## config.mk

```make
export PLATFORM = sky130hd
export DESIGN_NAME = display_ctrl_top
export DESIGN_NICKNAME = d
export VERILOG_FILES = /design/src/design/display_pkg.sv /design/src/design/host_port.sv /design/src/design/control_regs.sv /design/src/design/scan_counter.sv /design/src/design/display_ctrl_top.sv
export SDC_FILE = /design/constraint.sdc
export NUM_CORES = 1
export LEC_CHECK = 0
export BUFFER_PORTS_ARGS = -buffer_cell sky130_fd_sc_hd__clkbuf_2
export CAP_MARGIN = 20
export CORE_MARGIN = 5
export CORE_UTILIZATION = 50
export DETAILED_ROUTE_END_ITERATION = 10
export GPL_TIMING_DRIVEN = 0
export PLACE_DENSITY = 0.79
export SLEW_MARGIN = 0
export SYNTH_ARGS = -nofsm -noshare
export SYNTH_HDL_FRONTEND = slang
export SYNTH_SLANG_ARGS = --single-unit
```

## constraint.sdc

```tcl
create_clock -name clk -period 2.8 [get_ports clk]
set_input_delay 0.56 -clock clk [delete_from_list [all_inputs] [get_ports clk]]
set_output_delay 0.56 -clock clk [all_outputs]
set_load 0.02 [all_outputs]
```

## src/design/display_pkg.sv

```systemverilog
////////////////////
// Register map, field sizes and raster size of the display controller
// Shared structs and the bus word union
////////////////////

package display_pkg;

  // Host bus widths
  localparam int ADDR_W = 8;
  localparam int DATA_W = 16;

  // Register addresses, everything above reads as zero
  localparam int MAIN_CTRL_ADDR = 0;
  localparam int X_POS_ADDR     = 1;
  localparam int Y_POS_ADDR     = 2;
  localparam int X_OFFSET_ADDR  = 3;
  localparam int Y_OFFSET_ADDR  = 4;
  // Number of mapped registers, width of the one-hot select
  localparam int NUM_REGS       = 5;

  // Stored offset bits, low byte plus two bits of the high byte
  localparam int X_OFFSET_SIZE = 10;
  localparam int Y_OFFSET_SIZE = 10;

  // Scaled-down raster, columns by lines
  localparam int SCAN_W = 32;
  localparam int SCAN_H = 24;

  // Coordinate width, wraps at 1024
  localparam int COORD_W = 10;

  // MAIN_CTRL layout, bit 0 at the bottom
  typedef struct packed {
    logic [2:0] reserved;
    // Self-clearing screenshot request
    logic       shot_req;
    logic [1:0] video_mode;
    // Host may access video memory
    logic       vram_access;
    // Display output running
    logic       out_en;
  } main_ctrl_t;

  // Control view of a bus word, MAIN_CTRL sits in the low byte
  typedef struct packed {
    logic [7:0] unused;
    main_ctrl_t main;
  } ctrl_word_t;

  // One bus word, read as plain bits or as the control view
  typedef union packed {
    logic [DATA_W-1:0] raw;
    ctrl_word_t        ctrl;
  } reg_word_u;

  // Decoded host write towards the register file
  typedef struct packed {
    logic [NUM_REGS-1:0] addr_sel;
    logic [1:0]          byte_en;
    reg_word_u           data;
  } reg_write_t;

  // Register file contents seen by the other blocks
  typedef struct packed {
    main_ctrl_t               ctrl;
    logic [X_OFFSET_SIZE-1:0] x_offset;
    logic [Y_OFFSET_SIZE-1:0] y_offset;
  } ctrl_state_t;

  // Raw scan position
  typedef struct packed {
    logic [COORD_W-1:0] x_pos;
    logic [COORD_W-1:0] y_pos;
  } scan_pos_t;

  // Scan output with scrolled coordinate and frame pulses
  typedef struct packed {
    scan_pos_t          pos;
    logic [COORD_W-1:0] pix_x;
    logic [COORD_W-1:0] pix_y;
    logic               frame_start;
    logic               shot;
  } pixel_t;

endpackage

```

## src/design/host_port.sv

```systemverilog
////////////////////
// Host bus front end
// Address decode, write strobe and registered read mux
////////////////////

`timescale 1ns/1ps

module host_port (
  input  logic                             clk,
  input  logic                             rst_n,
  // Access strobes from the host
  input  logic                             en,
  input  logic                             rd,
  input  logic                             wr,
  // Byte lane enables, bit 0 is the low byte
  input  logic [1:0]                       be,
  input  logic [display_pkg::ADDR_W-1:0]   addr,
  input  display_pkg::reg_word_u           wdata,
  // Current register contents and scan position for reads
  input  display_pkg::ctrl_state_t         ctrl_state,
  input  display_pkg::scan_pos_t           pos,
  // Decoded write towards the register file
  output display_pkg::reg_write_t          wr_req,
  output logic                             wr_strobe,
  output logic [display_pkg::DATA_W-1:0]   rdata
);

  // One-hot register select, all zero for unmapped addresses
  logic [display_pkg::NUM_REGS-1:0] addr_sel;
  // Read accepted in this cycle
  logic                             rd_strobe;
  // Read mux result before the output register
  display_pkg::reg_word_u           rd_word;

  // Address decode
  always_comb
  begin
    for (int i = 0; i < display_pkg::NUM_REGS; i++)
    begin
      addr_sel[i] = (addr == display_pkg::ADDR_W'(i));
    end
  end

  // A read strobe together with wr turns the access into a read
  assign wr_strobe = en & wr & ~rd;
  assign rd_strobe = en & rd;

  // Write request carries the word untouched, lanes picked downstream
  always_comb
  begin
    wr_req.addr_sel = addr_sel;
    wr_req.byte_en  = be;
    wr_req.data     = wdata;
  end

  // Read mux over the five registers
  always_comb
  begin
    rd_word.raw = '0;
    if (addr_sel[display_pkg::MAIN_CTRL_ADDR])
    begin
      // Control byte goes out through the control view
      rd_word.ctrl.main = ctrl_state.ctrl;
    end
    if (addr_sel[display_pkg::X_POS_ADDR])
    begin
      rd_word.raw = display_pkg::DATA_W'(pos.x_pos);
    end
    if (addr_sel[display_pkg::Y_POS_ADDR])
    begin
      rd_word.raw = display_pkg::DATA_W'(pos.y_pos);
    end
    if (addr_sel[display_pkg::X_OFFSET_ADDR])
    begin
      // Offsets zero-extended to the bus width
      rd_word.raw = display_pkg::DATA_W'(ctrl_state.x_offset);
    end
    if (addr_sel[display_pkg::Y_OFFSET_ADDR])
    begin
      rd_word.raw = display_pkg::DATA_W'(ctrl_state.y_offset);
    end
  end

  // Read data valid for one cycle after the sampling edge
  always_ff @(posedge clk or negedge rst_n)
  begin
    if (!rst_n)
    begin
      rdata <= '0;
    end
    else if (rd_strobe)
    begin
      rdata <= rd_word.raw;
    end
    else
    begin
      // Bus idles at zero between reads
      rdata <= '0;
    end
  end

endmodule

```

## src/design/control_regs.sv

```systemverilog
////////////////////
// Writable control registers
// MAIN_CTRL and the two display offsets with byte lane writes
////////////////////

`timescale 1ns/1ps

module control_regs (
  input  logic                      clk,
  input  logic                      rst_n,
  // Decoded host write and its strobe
  input  display_pkg::reg_write_t   wr_req,
  input  logic                      wr_strobe,
  // Screenshot taken, clears the request
  input  logic                      shot_done,
  output display_pkg::ctrl_state_t  ctrl_state
);

  // Register storage
  display_pkg::main_ctrl_t                 main_ctrl;
  logic [display_pkg::X_OFFSET_SIZE-1:0]   x_offset;
  logic [display_pkg::Y_OFFSET_SIZE-1:0]   y_offset;

  // Per-register write enables
  logic                                    ctrl_wr;
  logic                                    x_wr;
  logic                                    y_wr;
  // Masked write value for MAIN_CTRL
  display_pkg::main_ctrl_t                 ctrl_wdata;
  // Offset words after the lane merge
  logic [display_pkg::DATA_W-1:0]          x_next;
  logic [display_pkg::DATA_W-1:0]          y_next;

  // Replace only the enabled byte lanes of a word
  function automatic logic [display_pkg::DATA_W-1:0] merge_lanes(
    input logic [display_pkg::DATA_W-1:0] old_word,
    input logic [display_pkg::DATA_W-1:0] new_word,
    input logic [1:0]                     lanes
  );
    logic [display_pkg::DATA_W-1:0] result;
    result = old_word;
    if (lanes[0])
    begin
      result[7:0] = new_word[7:0];
    end
    if (lanes[1])
    begin
      result[15:8] = new_word[15:8];
    end
    return result;
  endfunction

  // MAIN_CTRL lives in the low lane only
  assign ctrl_wr = wr_strobe & wr_req.addr_sel[display_pkg::MAIN_CTRL_ADDR]
                 & wr_req.byte_en[0];
  assign x_wr    = wr_strobe & wr_req.addr_sel[display_pkg::X_OFFSET_ADDR];
  assign y_wr    = wr_strobe & wr_req.addr_sel[display_pkg::Y_OFFSET_ADDR];

  // Control view of the word, reserved bits never stored
  always_comb
  begin
    ctrl_wdata          = wr_req.data.ctrl.main;
    ctrl_wdata.reserved = '0;
  end

  // Unused high bits drop out when the result is sliced
  assign x_next = merge_lanes(display_pkg::DATA_W'(x_offset), wr_req.data.raw,
                              wr_req.byte_en);
  assign y_next = merge_lanes(display_pkg::DATA_W'(y_offset), wr_req.data.raw,
                              wr_req.byte_en);

  // MAIN_CTRL, a host write beats the screenshot clear
  always_ff @(posedge clk or negedge rst_n)
  begin
    if (!rst_n)
    begin
      main_ctrl <= '0;
    end
    else if (ctrl_wr)
    begin
      main_ctrl <= ctrl_wdata;
    end
    else if (shot_done)
    begin
      main_ctrl.shot_req <= 1'b0;
    end
  end

  // Display offsets
  always_ff @(posedge clk or negedge rst_n)
  begin
    if (!rst_n)
    begin
      x_offset <= '0;
      y_offset <= '0;
    end
    else
    begin
      if (x_wr)
        x_offset <= x_next[display_pkg::X_OFFSET_SIZE-1:0];
      if (y_wr)
        y_offset <= y_next[display_pkg::Y_OFFSET_SIZE-1:0];
    end
  end

  // Visible right after the write edge
  always_comb
  begin
    ctrl_state.ctrl     = main_ctrl;
    ctrl_state.x_offset = x_offset;
    ctrl_state.y_offset = y_offset;
  end

endmodule

```

## src/design/scan_counter.sv

```systemverilog
////////////////////
// Raster scan counter
// Position counters, scrolled coordinate and frame pulses
////////////////////

`timescale 1ns/1ps

module scan_counter (
  input  logic                      clk,
  input  logic                      rst_n,
  // Enable, screenshot request and offsets from the register file
  input  display_pkg::ctrl_state_t  ctrl_state,
  output display_pkg::pixel_t       pixel,
  // One-cycle pulse, clears the screenshot request
  output logic                      shot_done
);

  // Registered raster position
  logic [display_pkg::COORD_W-1:0] x_pos;
  logic [display_pkg::COORD_W-1:0] y_pos;
  // Position for the next cycle while running
  logic [display_pkg::COORD_W-1:0] x_next;
  logic [display_pkg::COORD_W-1:0] y_next;
  // End of line and end of frame
  logic                            x_last;
  logic                            y_last;
  // Next position is the frame origin
  logic                            at_origin;
  // Pulses registered with the position
  logic                            frame_start;
  logic                            shot;

  assign x_last = (x_pos == display_pkg::COORD_W'(display_pkg::SCAN_W - 1));
  assign y_last = (y_pos == display_pkg::COORD_W'(display_pkg::SCAN_H - 1));

  // Column advances every clock, line on column wrap
  always_comb
  begin
    x_next = x_pos + display_pkg::COORD_W'(1);
    y_next = y_pos;
    if (x_last)
    begin
      x_next = '0;
      if (y_last)
        y_next = '0;
      else
        y_next = y_pos + display_pkg::COORD_W'(1);
    end
  end

  assign at_origin = (x_next == '0) && (y_next == '0);

  // Position and pulses, held at the origin while output is off
  always_ff @(posedge clk or negedge rst_n)
  begin
    if (!rst_n)
    begin
      x_pos       <= '0;
      y_pos       <= '0;
      frame_start <= 1'b0;
      shot        <= 1'b0;
    end
    else if (ctrl_state.ctrl.out_en)
    begin
      x_pos       <= x_next;
      y_pos       <= y_next;
      // Pulse lands in the cycle that shows 0,0
      frame_start <= at_origin;
      // Screenshot rides on the frame start
      shot        <= at_origin & ctrl_state.ctrl.shot_req;
    end
    else
    begin
      x_pos       <= '0;
      y_pos       <= '0;
      frame_start <= 1'b0;
      shot        <= 1'b0;
    end
  end

  // Request cleared once the shot pulse is out
  assign shot_done = shot;

  // Scrolled coordinate from the registered position and live offsets
  always_comb
  begin
    pixel.pos.x_pos   = x_pos;
    pixel.pos.y_pos   = y_pos;
    // Sum wraps at 1024
    pixel.pix_x       = x_pos + display_pkg::COORD_W'(ctrl_state.x_offset);
    pixel.pix_y       = y_pos + display_pkg::COORD_W'(ctrl_state.y_offset);
    pixel.frame_start = frame_start;
    pixel.shot        = shot;
  end

endmodule

```

## src/design/display_ctrl_top.sv

```systemverilog
////////////////////
// Display controller top level
// Host port, register file and scan counter
////////////////////

`timescale 1ns/1ps

module display_ctrl_top (
  input  logic                            clk,
  input  logic                            rst_n,
  // Host memory-style port
  input  logic                            en,
  input  logic                            rd,
  input  logic                            wr,
  input  logic [1:0]                      be,
  input  logic [display_pkg::ADDR_W-1:0]  addr,
  input  display_pkg::reg_word_u          wdata,
  output logic [display_pkg::DATA_W-1:0]  rdata,
  // Register contents and scan output
  output display_pkg::ctrl_state_t        ctrl_state,
  output display_pkg::pixel_t             pixel
);

  // Host port to register file
  display_pkg::reg_write_t wr_req;
  logic                    wr_strobe;
  // Scan counter back to the register file
  logic                    shot_done;

  host_port u_host_port (
    .clk        (clk),
    .rst_n      (rst_n),
    .en         (en),
    .rd         (rd),
    .wr         (wr),
    .be         (be),
    .addr       (addr),
    .wdata      (wdata),
    .ctrl_state (ctrl_state),
    // Raw position for the X_POS and Y_POS reads
    .pos        (pixel.pos),
    .wr_req     (wr_req),
    .wr_strobe  (wr_strobe),
    .rdata      (rdata)
  );

  control_regs u_control_regs (
    .clk        (clk),
    .rst_n      (rst_n),
    .wr_req     (wr_req),
    .wr_strobe  (wr_strobe),
    .shot_done  (shot_done),
    .ctrl_state (ctrl_state)
  );

  scan_counter u_scan_counter (
    .clk        (clk),
    .rst_n      (rst_n),
    .ctrl_state (ctrl_state),
    .pixel      (pixel),
    .shot_done  (shot_done)
  );

endmodule

```

==> impl_results.md <==
- H-tree levels: 3
- Syn_area_per_cell: ~9.6 sq um
- Final hold slack: about 230 ps
- # hold bufs at CTS: 0
- Seq/Total Area, Yosys: between 30% and 40%
- Worst-Skew Late Latency: about 350 ps
- IO Count: approximately 120
- Failing checks: negative setup slack
- Synth Register Bits: 57
- Top FF cell, synth: dfrtp_1
- Cell Chain, Critical Path: ha_4 > a21oi_4 > nor2b_2 > o31a_1 > or4_4 > a2111o_1 > o211a_1 > buf_8
- Vias: 3,678
- Final worst-path cycle share: 112%
- Maxcap violations: 0
- Post-Syn Area: 0.00381 sq mm
- Crit path launch type: register
- Worst-Margin Slew: about 700 ps
- DIE WIDTH: a little under 100 microns
- Total routed wirelength: roughly 12,000 microns
- Cells after synthesis: 396
- Final setup TNS: -1220 ps
- WP data arrival: 2570 ps
- Layout Skew: roughly 11 ps
- Final Setup Violations: 8
- Fin util: just under 70%
- Final Max Slew Viols: 0
- Leakage: about 2.6 nW
- Port Buffers: ~100
- Initial DRC Count: 242
- CTS Buf Count: 9
- Internal Pwr Total: around 1.4 mW
- Top post-synthesis cells by count: dfrtp_1 (57), nor2_1 (38), nand2_1 (26)
- Cell Rows: 31
- CP peak stage delay: 430 ps
- Vias in the first global route: around 3.8k
- Fill count: 560
- Yosys cell types: 55
- Starting Density: approximately half
- Total power draw: roughly 1.8 mW
- Count of final hold-check violations: 0
- Per-cell routed wire length: 18.6 microns
- Seq pwr share: a little under half
- Layout Area Growth over Synthesis: 33.2%
- Pwr Density: 356 mW/mm^2
- Global-route wire length before repair: roughly 19,000 microns
- CP max FO: 2
- Most common cell in the synthesized netlist: dfrtp_1
- First-pass DRT Iterations: 5
- Initial antenna violation count: 0
- Worst path bufs/invs: 1
- GRT Resource Usage Total: roughly a quarter
- Top cells by area, synth: dfrtp_1 (37%), mux2_2 (7.1%), ha_1 (6.6%)
- Total gr overflow: 0
- Max Root-Sink Buffers: 2
- Crit end category: output port
- Vias per cell: 5.74
- Critical Path RT: about 2200 ps
- Share of cells above drive strength 1: 41.5%
- Psw: 0.414 mW
- YS warnings: 0
- Min Clock Period, post-route: around 3100 ps
- Clock slew at reported path FFs: around 70 ps
- Share of the synthesized area in the top cell type: 37.5%
- Design Area, Final: 0.00507 sq mm
- RSZ-0062 raised after global routing: true
- Clk sinks: 57
- Crit path max-delay family: compound AO/OA/AOI/OAI gates
- # DRC: 0
- Critical setup path kind: reg2out
- CORE AREA: around 0.0073 sq mm
- Asr flop ratio synth: 100%
- Status: finished with violations
- Headroom to the max-slew limit: between 50% and 60%
- Placed Area: approximately 0.0045 sq mm
- Hold Crit Class: in2async
- Max Clk Rate: around 320 MHz
- Final WS setup: -329 ps
- Die area: roughly 0.0095 sq mm
- Logic pwr share: 6.3%
- Die height: 97.3 microns
- Layout Nets: between 500 and 600
- DP HPWL: roughly 8500 microns
- Ant. Diodes: 0
- CTS tree: built
- RD Place Congestion: roughly 0.89
- Post-synth EDFFs: 0
- Slowest-stage cell, CP: or4_4
- Routed Antenna Nets: 0
- Largest net degree at the start of global routing: 35
- VDD IR max: between 300 and 400 uV
- Switch share: a little under a quarter
- Dominant cell type by area after synthesis: dfrtp_1
- Root buffer cell: clkbuf_8
- Clock Power Share: a little under half
-- cell type report --
cell class                      count  area (sq um)  area share (%)
Multi-Input combinational cell    308          2370            46.7
Sequential cell                    57          1440            28.3
Timing Repair Buffer              122           721            14.2
Buffer                             27           156            3.08
Clock buffer                       11           141            2.79
Tap cell                           99           124            2.44
Clock inverter                      5          78.8            1.55
Inverter                           12          47.5           0.938
-- power by group through the flow --
stage,registers [mW],logic (mW),clock network (mW)
global route,0.831,0.124,0.912
CTS,0.831,0.111,0.865
detailed placement,0.847,0.107,0
finish,0.831,0.113,0.862
global placement,0.847,0.101,0
floorplan,0.849,0.0484,0
-- layout by cell type (no fill, tap or decap), types with 6 or more instances in the layout --
cell | Yosys | final
a21oi_1 | 8 | 6
and2_1 | 14 | 14
and3_1 | 15 | 14
buf_2 | 5 | 6
buf_4 | 11 | 32
clkbuf_1 | 8 | 9
clkbuf_2 | 0 | 92
clkbuf_8 | 0 | 11
conb_1 | 1 | 9
dfrtp_1 | 57 | 49
dfrtp_2 | 0 | 8
ha_1 | 20 | 14
inv_1 | 12 | 9
mux2_2 | 24 | 24
mux2i_1 | 11 | 11
nand2_1 | 26 | 24
nand3_1 | 9 | 9
nor2_1 | 38 | 38
nor2b_1 | 13 | 11
nor3_1 | 12 | 12
o21ai_0 | 17 | 15
xnor2_1 | 20 | 18
xor2_1 | 10 | 10
-- cells by family after synthesis --
kind of cell	share of synthesized area [%]
AND/OR/NAND/NOR	21.6
AO/OA/AOI/OAI	11.0
flip-flops	37.5
buffers and inverters	5.29
multiplexers	9.99
XOR/XNOR	6.90
adder cells (fa/ha/maj)	7.62
other	0.0985
-- final timing paths --
check	endpoint	cells after the start	start	slack [ps]
max	pixel[21]	8	u_control_regs.x_offset[1]$_DFFE_PN0P_	-330
max reg2reg	u_scan_counter.shot_done$_DFF_PN0_	9	u_scan_counter.y_pos[1]$_DFF_PN0_	370
min	u_control_regs.y_offset[5]$_DFFE_PN0P_	1	rst_n	230
min in group clk	u_control_regs.y_offset[8]$_DFFE_PN0P_	2	wdata[8]	470
min reg2reg	u_control_regs.ctrl_state[23]$_DFFE_PN0P_	1	u_control_regs.ctrl_state[23]$_DFFE_PN0P_	540
max in group asynchronous	u_scan_counter.x_pos[1]$_DFF_PN0_	2	rst_n	1950
-- per-layer routing --
layer | track usage, % | vias up | wire (microns)
met2 | 42.9 | 187 | 5890
met4 | 9.05 | 0 | 346
met3 | 7.90 | 36 | 1110
met1 | 29.7 | 1772 | 4550
met5 | 0 | - | 0
li1 | - | 1683 | -
-- timing repair --
item,in CTS,in global routing
buffers inserted,14,6
resized for setup,45,17
endpoints found under the setup margin,10,8
pin swaps,3,1
-- metrics by stage --
step / worst slack (ps) / std cells
global route: -413 / 641
floorplan: 17.4 / 404
finish: -329 / 641
global placement: -119 / 604
detailed placement: -144 / 605
CTS: -308 / 635
-- registers in the layout (all words and copies together) (netlist names) --
signal / count
u_control_regs.x_offset: 10
u_scan_counter.x_pos: 10
u_host_port.rdata: 10
u_control_regs.ctrl_state: 5
u_scan_counter.y_pos: 10
u_scan_counter.shot_done: 1
u_control_regs.y_offset: 10
u_scan_counter.frame_start: 1
No activity file was read; power rests on OpenSTA's default activity.
